$ cat src/common/fp_conv_pkg.sv
/*
 * Integer to single-precision conversion definitions.
 * Widths, format constants and the shared types of both stages.
 */

package fp_conv_pkg;

  //////////////////////////////////////////////////
  // widths and format constants
  //////////////////////////////////////////////////

  // integer operand width
  localparam int XLEN = 32;
  // single precision bit pattern
  localparam int FLEN = 32;
  localparam int EXPO_WIDTH = 8;
  // stored fraction, hidden bit excluded
  localparam int FRAC_WIDTH = 23;
  localparam int BIAS = 127;

  //////////////////////////////////////////////////
  // types
  //////////////////////////////////////////////////

  typedef logic [XLEN-1:0] int_data_t;
  typedef logic [FLEN-1:0] fp_data_t;

  // leading zero count, 0 up to 32
  typedef logic [5:0] shift_amt_t;

  // biased exponent field
  typedef logic [EXPO_WIDTH-1:0] expo_t;

  // request tag, returned with the result
  typedef logic [3:0] id_t;

  // riscv order: NV DZ OF UF NX, bit 0 is inexact
  typedef logic [4:0] fflags_t;

  // riscv rounding modes, 5 to 7 not used here
  typedef enum logic [2:0] {
    RNE = 3'd0,
    RTZ = 3'd1,
    RDN = 3'd2,
    RUP = 3'd3,
    RMM = 3'd4
  } rounding_mode_t;

endpackage

$ cat src/hdl/clz.sv
/*
 * Leading zero counter for a 32-bit word.
 * Binary tree of pairwise merges, all-zero input gives 32.
 */

module clz (
  input fp_conv_pkg::int_data_t in,
  output fp_conv_pkg::shift_amt_t count
);
  import fp_conv_pkg::*;

  // tree[l][j] is the count of group j at level l
  // a group at level l covers 2**l bits, higher j is more significant
  // value 2**l marks an all-zero group
  shift_amt_t tree [0:5][0:31];

  always_comb begin
    // unused slots of the upper levels
    for (int l = 0; l < 6; l++) begin
      for (int j = 0; j < 32; j++) begin
        tree[l][j] = '0;
      end
    end

    // leaves, one bit each
    for (int i = 0; i < XLEN; i++) begin
      tree[0][i] = {5'b0, ~in[i]};
    end

    // merge pairs
    // upper half all zero, so add in the lower count
    // otherwise the upper count stands
    for (int l = 0; l < 5; l++) begin
      for (int j = 0; j < (16 >> l); j++) begin
        if (tree[l][2*j+1][l])
          tree[l+1][j] = tree[l][2*j+1] + tree[l][2*j];
        else
          tree[l+1][j] = tree[l][2*j+1];
      end
    end
  end

  // root of the tree
  assign count = tree[5][0];

endmodule

$ cat src/fp_i2f/fp_i2f.sv
/*
 * Integer to float, first stage.
 * Sign, absolute value and zero detect, stage register, then
 * leading zero count on the registered magnitude.
 */

module fp_i2f (
  input logic clk,
  input logic reset,
  input logic advance,

  // request
  input logic new_request,
  input fp_conv_pkg::id_t id,
  input fp_conv_pkg::int_data_t rs1,
  input logic is_signed,
  input fp_conv_pkg::rounding_mode_t rm,

  // to the normalize and round stage
  output logic s1_done,
  output fp_conv_pkg::id_t s1_id,
  output fp_conv_pkg::rounding_mode_t s1_rm,
  output logic s1_sign,
  output logic s1_zero,
  output fp_conv_pkg::int_data_t s1_magnitude,
  output fp_conv_pkg::shift_amt_t s1_clz
);
  import fp_conv_pkg::*;

  logic sign_in;
  logic zero_in;
  int_data_t neg_rs1;
  int_data_t abs_rs1;

  //////////////////////////////////////////////////
  // absolute value
  //////////////////////////////////////////////////

  // negative only for signed requests with msb set
  assign sign_in = is_signed & rs1[XLEN-1];
  assign neg_rs1 = -rs1;

  // most negative signed value negates onto itself
  // which is still the right unsigned magnitude
  assign abs_rs1 = sign_in ? neg_rs1 : rs1;

  assign zero_in = ~|rs1;

  //////////////////////////////////////////////////
  // stage register
  //////////////////////////////////////////////////

  // request strobe
  always_ff @(posedge clk) begin
    if (reset)
      s1_done <= 1'b0;
    else if (advance)
      s1_done <= new_request;
  end

  // payload, held while advance is low
  always_ff @(posedge clk) begin
    if (advance) begin
      s1_id <= id;
      s1_rm <= rm;
      s1_sign <= sign_in;
      s1_zero <= zero_in;
      s1_magnitude <= abs_rs1;
    end
  end

  //////////////////////////////////////////////////
  // leading zeros
  //////////////////////////////////////////////////

  // count in the back half of the stage
  clz u_clz (
    .in(s1_magnitude),
    .count(s1_clz)
  );

  // only the five defined modes are issued
  rm_legal: assert property (
    @(posedge clk) disable iff (reset)
    (new_request && advance) |-> (rm <= RMM)
  );

endmodule

$ cat src/fp_i2f/fp_normalize_round.sv
/*
 * Integer to float, second stage.
 * Normalizes the magnitude, rounds in the riscv modes,
 * assembles the float and registers the writeback outputs.
 */

module fp_normalize_round (
  input logic clk,
  input logic reset,
  input logic advance,

  // from the first stage
  input logic s1_done,
  input fp_conv_pkg::id_t s1_id,
  input fp_conv_pkg::rounding_mode_t s1_rm,
  input logic s1_sign,
  input logic s1_zero,
  input fp_conv_pkg::int_data_t s1_magnitude,
  input fp_conv_pkg::shift_amt_t s1_clz,

  // writeback
  output logic done,
  output fp_conv_pkg::id_t id_out,
  output fp_conv_pkg::fp_data_t rd,
  output fp_conv_pkg::fflags_t fflags
);
  import fp_conv_pkg::*;

  int_data_t shifted;
  logic [FRAC_WIDTH-1:0] frac;
  logic guard_bit;
  logic round_bit;
  logic sticky_bit;
  logic inexact;
  logic round_up;
  expo_t expo;
  logic [FRAC_WIDTH:0] frac_rounded;
  expo_t expo_rounded;
  fp_data_t result;
  fflags_t result_flags;

  //////////////////////////////////////////////////
  // normalize
  //////////////////////////////////////////////////

  // leading one lands in the msb, zero input stays zero
  assign shifted = s1_magnitude << s1_clz;

  // msb is the hidden bit
  assign frac = shifted[XLEN-2 -: FRAC_WIDTH];
  assign guard_bit = shifted[XLEN-2-FRAC_WIDTH];
  assign round_bit = shifted[XLEN-3-FRAC_WIDTH];
  assign sticky_bit = |shifted[XLEN-4-FRAC_WIDTH:0];

  // position of the leading one plus bias
  assign expo = expo_t'(BIAS + XLEN - 1) - expo_t'(s1_clz);

  assign inexact = guard_bit | round_bit | sticky_bit;

  //////////////////////////////////////////////////
  // round
  //////////////////////////////////////////////////

  always_comb begin
    unique case (s1_rm)
      // ties to even
      RNE: round_up = guard_bit & (round_bit | sticky_bit | frac[0]);
      // truncate
      RTZ: round_up = 1'b0;
      // toward minus infinity, grows negatives only
      RDN: round_up = s1_sign & inexact;
      // toward plus infinity
      RUP: round_up = ~s1_sign & inexact;
      // ties away from zero
      RMM: round_up = guard_bit;
      default: round_up = 1'b0;
    endcase
  end

  // extra bit catches the carry out of the fraction
  assign frac_rounded = {1'b0, frac} + (FRAC_WIDTH+1)'(round_up);

  // on carry the fraction bits are already all zero
  // largest exponent here is 159, no overflow possible
  assign expo_rounded = expo + expo_t'(frac_rounded[FRAC_WIDTH]);

  //////////////////////////////////////////////////
  // assemble
  //////////////////////////////////////////////////

  // zero gives +0 with no flags
  assign result = s1_zero ? '0 :
    {s1_sign, expo_rounded, frac_rounded[FRAC_WIDTH-1:0]};

  // inexact only, nothing else can be raised
  assign result_flags = s1_zero ? '0 : {4'b0, inexact};

  //////////////////////////////////////////////////
  // output register
  //////////////////////////////////////////////////

  always_ff @(posedge clk) begin
    if (reset)
      done <= 1'b0;
    else if (advance)
      done <= s1_done;
  end

  always_ff @(posedge clk) begin
    if (advance) begin
      id_out <= s1_id;
      rd <= result;
      fflags <= result_flags;
    end
  end

  // zero flag and magnitude come from the same first stage operand
  zero_consistent: assert property (
    @(posedge clk) disable iff (reset)
    s1_done |-> !(s1_zero && (s1_magnitude != '0))
  );

endmodule

$ cat src/hdl/int_to_fp_unit.sv
/*
 * Integer to single-precision conversion unit.
 * Two stages under one advance, latency of two advancing edges.
 */

module int_to_fp_unit (
  input logic clk,
  input logic reset,
  input logic advance,

  // request
  input logic new_request,
  input fp_conv_pkg::id_t id,
  input fp_conv_pkg::int_data_t rs1,
  input logic is_signed,
  input fp_conv_pkg::rounding_mode_t rm,

  // result
  output logic done,
  output fp_conv_pkg::id_t id_out,
  output fp_conv_pkg::fp_data_t rd,
  output fp_conv_pkg::fflags_t fflags
);
  import fp_conv_pkg::*;

  // between the stages
  logic s1_done;
  id_t s1_id;
  rounding_mode_t s1_rm;
  logic s1_sign;
  logic s1_zero;
  int_data_t s1_magnitude;
  shift_amt_t s1_clz;

  //////////////////////////////////////////////////
  // sign, magnitude and leading zeros
  //////////////////////////////////////////////////

  fp_i2f u_fp_i2f (
    .clk(clk),
    .reset(reset),
    .advance(advance),
    .new_request(new_request),
    .id(id),
    .rs1(rs1),
    .is_signed(is_signed),
    .rm(rm),
    .s1_done(s1_done),
    .s1_id(s1_id),
    .s1_rm(s1_rm),
    .s1_sign(s1_sign),
    .s1_zero(s1_zero),
    .s1_magnitude(s1_magnitude),
    .s1_clz(s1_clz)
  );

  //////////////////////////////////////////////////
  // normalize, round and writeback
  //////////////////////////////////////////////////

  fp_normalize_round u_fp_normalize_round (
    .clk(clk),
    .reset(reset),
    .advance(advance),
    .s1_done(s1_done),
    .s1_id(s1_id),
    .s1_rm(s1_rm),
    .s1_sign(s1_sign),
    .s1_zero(s1_zero),
    .s1_magnitude(s1_magnitude),
    .s1_clz(s1_clz),
    .done(done),
    .id_out(id_out),
    .rd(rd),
    .fflags(fflags)
  );

endmodule

$ cat config.mk
export PLATFORM = sky130hd
export DESIGN_NAME = int_to_fp_unit
export DESIGN_NICKNAME = d
export VERILOG_FILES = /design/src/common/fp_conv_pkg.sv /design/src/hdl/clz.sv /design/src/fp_i2f/fp_i2f.sv /design/src/fp_i2f/fp_normalize_round.sv /design/src/hdl/int_to_fp_unit.sv
export SDC_FILE = /design/constraint.sdc
export NUM_CORES = 1
export LEC_CHECK = 0
export ABC_AREA = 1
export BUFFER_PORTS_ARGS = -buffer_cell sky130_fd_sc_hd__buf_2
export CAP_MARGIN = 10
export CELL_PAD_IN_SITES_DETAIL_PLACEMENT = 1
export CELL_PAD_IN_SITES_GLOBAL_PLACEMENT = 2
export CORE_ASPECT_RATIO = 0.9
export CORE_MARGIN = 2
export CORE_UTILIZATION = 32
export CTS_CLUSTER_DIAMETER = 120
export DETAILED_ROUTE_END_ITERATION = 10
export PLACE_DENSITY_LB_ADDON = 0.1
export SKIP_CTS_REPAIR_TIMING = 1
export SYNTH_ARGS = -nofsm -noshare
export SYNTH_HDL_FRONTEND = slang
export SYNTH_SLANG_ARGS = --single-unit
$ cat constraint.sdc
create_clock -name clk -period 6.1 [get_ports clk]
set_input_delay 0.305 -clock clk [delete_from_list [all_inputs] [get_ports clk]]
set_output_delay 0.305 -clock clk [all_outputs]
set_load 0.01 [all_outputs]
== Word level (Yosys, flattened, before mapping) ==
Cells that the tools add are included.

* Add/sub/neg operators: 35
* Multiply operators: 0
* Div/mod/pow operators: 0
* Magnitude comparators: 0
* Equality and inequality tests: 3
* Shift operators: 1
* Mux-type cells: 33
* Bitwise operators: 41
* Reductions and logical operators: 4

{| class="wikitable"
|+ Operator list
! kind !! count
|-
| $add 6x6->6 || 15
|-
| $mux 6 || 15
|-
| $not 1->1 || 33
|-
| $add 1x1->2 || 16
|-
| $mux 2 || 16
|-
| $mux 32 || 1
|-
| $neg 32->32 || 1
|-
| $reduce_or 32->1 || 1
|-
| $shl 32x6->31 || 1
|-
| $add 23x1->24 || 1
|-
| $add 8x1->8 || 1
|-
| $sub 8x6->8 const A || 1
|-
| $eq 3x2->1 const B || 2
|-
| $reduce_or 6->1 || 1
|-
| $and 1x1->1 || 4
|-
| $or 1x1->1 || 4
|-
| $pmux 1 s4 || 1
|-
| $eq 3x3->1 const B || 1
|-
| $logic_not 3->1 || 1
|-
| $logic_not 1->1 || 1
|}

* Bits in registers: 84
* Bits in latches: 0
* RAM bits: 0
* Memory bits (read-only): 0
* Bits of input ports: 44
* Output and inout bits: 42
* Memories kept: 0

== Longest topological paths before layout ==
* Word-level depth: 19
* Mapped depth: 43
* Mapped depth without buffers: 42

== Cells and area by module ==
Synthesis repeated with hierarchy kept, for this count alone.

* Cells, all modules: 1145
* Area, all modules: 8051.5 um^2

{| class="wikitable"
|+ By module, submodules not included
! module !! times used !! cells an instance !! area each (um^2)
|-
| fp_normalize_round || 1 || 558 || 3821.2
|-
| fp_i2f || 1 || 277 || 2351.0
|-
| clz || 1 || 310 || 1879.3
|}

== Worst setup path before layout ==
No wires, ideal clock.

* Kind: reg-to-reg
* Start: register u_fp_i2f.s1_magnitude[6]
* End: register u_fp_normalize_round.rd[29], data pin
* Setup time: 268 ps
* Data arrival time: 6210 ps
* Required time: 5832 ps
* Setup slack: -378 ps
* Stages on the path, launching flop included: 41
* Cell sequence: edfxtp_1 -> inv_1 -> nor2_1 -> ha_1 -> inv_1 -> fa_1 -> nor2_1 -> inv_1 -> fa_1 -> inv_1 -> o21ai_0 -> inv_1 -> ha_1 -> nand2_1 -> nor2_1 -> a211oi_1 -> xor2_1 -> nor2_1 -> [... 5 more ...] -> nor2_2 -> clkbuf_1 -> nand3_1 -> nor3_1 -> nand2_1 -> nand2_1 -> ha_1 -> nand3_1 -> nor2_4 -> nand3_4 -> nor2_8 -> nand3_1 -> ha_1 -> ha_1 -> nand2_1 -> nor2_1 -> nor3_1 -> nor3_1

* Cells in the longest elaborated chain, start to end: 19

{| class="wikitable"
|+ RTL lines
! what !! RTL line !! text
|-
| start, declared || fp_i2f.sv:25 || <nowiki>output fp_conv_pkg::int_data_t s1_magnitude,</nowiki>
|-
| start signal, assigned || fp_i2f.sv:68 || <nowiki>s1_magnitude <= abs_rs1;</nowiki>
|-
| $not 1->1 || clz.sv:27 || <nowiki>tree[0][i] = {5'b0, ~in[i]};</nowiki>
|-
| $add 1x1->2 || clz.sv:36 || <nowiki>tree[l+1][j] = tree[l][2*j+1] + tree[l][2*j];</nowiki>
|-
| $mux 2 || clz.sv:35 || <nowiki>if (tree[l][2*j+1][l])</nowiki>
|-
| $add 6x6->6 || clz.sv:36 ||
|-
| $mux 6 || clz.sv:35 ||
|-
| $add 6x6->6 || clz.sv:36 ||
|-
| $mux 6 || clz.sv:35 ||
|-
| $add 6x6->6 || clz.sv:36 ||
|-
| [... 2 more ...] || -- ||
|-
| $mux 6 || clz.sv:35 ||
|-
| $shl 32x6->31 || fp_normalize_round.sv:47 || <nowiki>assign shifted = s1_magnitude << s1_clz;</nowiki>
|-
| $reduce_or 6->1 || fp_normalize_round.sv:53 || <nowiki>assign sticky_bit = |shifted[XLEN-4-FRAC_WIDTH:0];</nowiki>
|-
| $or 1x1->1 (2 in a row) || fp_normalize_round.sv:67 || <nowiki>RNE: round_up = guard_bit & (round_bit | sticky_bit | frac[0]);</nowiki>
|-
| $and 1x1->1 || fp_normalize_round.sv:67 ||
|-
| $pmux 1 s4 || fp_normalize_round.sv:65 || <nowiki>unique case (s1_rm)</nowiki>
|-
| $add 23x1->24 || fp_normalize_round.sv:81 || <nowiki>assign frac_rounded = {1'b0, frac} + (FRAC_WIDTH+1)'(round_up);</nowiki>
|-
| $add 8x1->8 * || fp_normalize_round.sv:85 || <nowiki>assign expo_rounded = expo + expo_t'(frac_rounded[FRAC_WIDTH]);</nowiki>
|-
| end signal, assigned || fp_normalize_round.sv:112 || <nowiki>rd <= result;</nowiki>
|-
| end, declared || fp_normalize_round.sv:24 || <nowiki>output fp_conv_pkg::fp_data_t rd,</nowiki>
|}

Mark *: on every way between the ends. The rest lies on a longest branch, timed or not.
A chain may end at the register's enable or synchronous reset.

== Worst setup path after layout ==
* Start: register u_fp_i2f.s1_magnitude[3]
* End: register u_fp_normalize_round.rd[29], data pin

The elaborated chain is that of the path after synthesis.

==> metrics.yaml <==
sta:
  drv_slew: 0
  timing.final.crit_period_ns: 6.26
  grt_setup_unrepaired: "true"
  worst_pin_slew_ns: 0.735
  post-route-period-util: 1.03
  fmaxAchievable_mhz: 160
  timing.max_slew.rel_slack: 0.510
  fin_ws_ns: -0.158
  skew_ns: 0.0126
  hold-worst-slack_ns: 0.115
  final_hold_viol_count: 0
  timing.setup.tns_ns: -1.04
  final_number_of_setup_violating_endpoints: 12
global_route:
  gr-usage-all-layers: 0.214
  grt_pass1_wl_microns: 43700
  global_route.overflow_total: 0
  grt_antenna_before_repair: 0
  maximum_number_of_pins_on_one_net_before_global_route_repair: 60
  grt_pass1_vias: 8159
cells_and_area:
  antenna-diode-count: 0
  final_common_cell: "sky130_fd_sc_hd__buf_4"
  layout.core_utilization: 0.444
  total_nets_final: 1419
  syn2layout_area_growth_pct: 37.0
  final.fill_count: 3020
  fin_area_sq_mm: 0.0108
  drive_above_1_share: 0.357
  layout_common_cells: "223 x sky130_fd_sc_hd__buf_4, 202 x sky130_fd_sc_hd__nand3_1, 196 x sky130_fd_sc_hd__nand2_1, 104 x sky130_fd_sc_hd__nor2_1, 87 x sky130_fd_sc_hd__inv_1"
routing:
  drt-vias-per-instance: 4.94
  dr.first_iter.drc_count: 464
  ant_nets: 0
  wire_per_inst_microns: 16.7
  route.final.wire_length_microns: 27200
  remaining_drc_errors: 0
  firstDrtPassIters: 7
  detailroute.via_count: 8075
floorplan:
  core.rowCount: 54
  placeableCoreArea_sq_mm: 0.0242
  die_area_sq_mm: 0.0258
  die_w_microns: 169
  die_h_microns: 153
  io_pins: 86
  initial_core_util: 0.324
synth:
  synth.cell_area_sq_mm: 0.00785
  yosysSeqAreaShare: 0.304
  synth_top_cell_area_share: 0.299
  synth.distinct_cells: 53
  synth_warnings: 0
  synth_area_leader_cell: "sky130_fd_sc_hd__edfxtp_1"
  flip_flop_cell_with_the_highest_count_after_synthesis: "sky130_fd_sc_hd__edfxtp_1"
  synth_top_cells_by_area: "sky130_fd_sc_hd__edfxtp_1 30%, sky130_fd_sc_hd__nand3_1 13%, sky130_fd_sc_hd__nand2_1 9.7%"
  number_of_flops_mapped_to_enable_cells_by_yosys: 78
  share_of_flip_flops_with_an_asynchronous_set_or_reset: 0
  count_of_mapped_cells_out_of_synthesis: 1041
  synth_area_per_cell_sq_um: 7.54
  synth-seq-cells: 80
worst_setup_path:
  path_max_fanout: 4
  highest_delay_cell_along_the_critical_path: "sky130_fd_sc_hd__fa_1"
  crit_end_category: "flip-flop"
  critPathKind: "reg2reg"
  worst-endpoint-required_ns: 6.20
  crit_path_start_kind: "flip-flop"
  critPathMaxStageDelay_ns: 0.53
  cpMostUsedCell: "sky130_fd_sc_hd__nand2_1"
  worst-endpoint-arrival_ns: 6.36
outcome:
  outcome: "finished, violations left"
  failing_checks: "negative setup slack"
clocking:
  cts_buffers: 9
  tritoncts: "done"
  clockBufferDepth: 2
  clock_tree.htree_level_count: 3
  worstSkewPairLatency_ns: 0.36
  clock_sink_count: 80
  clk_pin_slew_ns: 0.08
  clock_tree.root_cell: "sky130_fd_sc_hd__clkbuf_16"
run:
  cap_violations: 0
pwr:
  peakVddDrop_mv: 0.114
  cellPowerDensity_mw_per_mm2: 223
  leakagePower_nw: 5.16
  tot_pwr_mw: 2.39
placement:
  place_congestion: 0.849
  placedInstanceArea_sq_mm: 0.00995
  numPortBuffers: 81
  detailedPlacementHpwl_microns: 22100
min_path:
  min_delay_worst_type: "in2reg"
==> Yosys cell counts (all sizes together) (3+ instances only) <==
master / number
or2: 13
edfxtp: 78
o21a: 4
inv: 102
nand4: 9
xor2: 28
nor2: 131
a211oi: 3
ha: 38
nor3: 16
fa: 15
buf: 33
nor3b: 3
nand3: 232
a21oi: 33
clkbuf: 6
xnor2: 14
o21ai: 28
nand3b: 4
a31oi: 3
nand2: 231
==> per-layer routing <==
metal / track usage / vias up / routed length [microns]
li1: - / 4044 / -
met1: 0.312 / 3876 / 13300
met2: 0.346 / 133 / 12600
met3: 0.0242 / 22 / 959
met4: 0.0411 / 0 / 310
met5: 0 / - / 0
==> critical path: cells and delay by family, from the launching register on <==
kind / cells / cell delay [ns]
buffers and inverters: 7 / 0.62
AOI/OAI and AO/OA: 3 / 0.57
and+or+nand+nor: 19 / 1.77
xor gates and xnor gates: 2 / 0.33
adders and majority gates: 8 / 2.33
DFF: 1 / 0.41
==> cell families (layout without fill, tap and decap cells) <==
kind of cell / count (synthesis) / in the layout / share of synthesized area
xor+xnor: 42 / 42 / 0.0469
buf+inv: 142 / 425 / 0.0852
simple gates: 643 / 643 / 0.406
compound gates: 80 / 80 / 0.0589
fa+ha+maj: 53 / 53 / 0.0989
flops: 80 / 80 / 0.304
other cells: 1 / 4 / 0.000478
==> path summary, 6_finish.rpt <==
kind	start	end	slack [ns]	cells after the start
max reg2reg	u_fp_i2f.s1_magnitude[3]	u_fp_normalize_round.rd[29]	-0.16	39
min reg2reg	u_fp_i2f.s1_id[0]	u_fp_normalize_round.id_out[0]	0.43	0
min	reset	u_fp_i2f.s1_done	0.12	2
max	u_fp_i2f.s1_magnitude[3]	u_fp_normalize_round.rd[29]	-0.16	39
==> registers in the layout (all words and copies together) (netlist names) <==
signal	count
u_fp_i2f.s1_done	1
u_fp_i2f.s1_id	4
u_fp_i2f.s1_magnitude	32
u_fp_i2f.s1_rm	3
u_fp_i2f.s1_sign	1
u_fp_i2f.s1_zero	1
u_fp_normalize_round.done	1
u_fp_normalize_round.fflags	1
u_fp_normalize_round.id_out	4
u_fp_normalize_round.rd	32
==> where the power goes <==
part	leakage [nW]	internal [mW]	switching, mW	total (mW)
Sequential	0.795	0.671	0.0253	0.696
Clock	0.160	0.368	0.273	0.641
Combinational	4.21	0.437	0.619	1.06
Total	5.16	1.48	0.917	2.39
==> per-stage QoR <==
stage	cells	worst slack, ns
floorplan	1044	0.00887
global placement	1597	-0.281
detailed placement	1597	-0.449
CTS	1613	-0.496
global route	1635	-0.568
finish	1635	-0.158
==> cell type report <==
class	count	area, sq um	share of cell area
inverter	103	394	0.0367
timing repair buffer	306	2110	0.196
multi-input combinational	822	5150	0.479
sequential	80	2380	0.222
clock buffer	9	225	0.0209
clock inverter	7	108	0.0100
tap	308	385	0.0358
No activity file was read; power rests on OpenSTA's default activity.
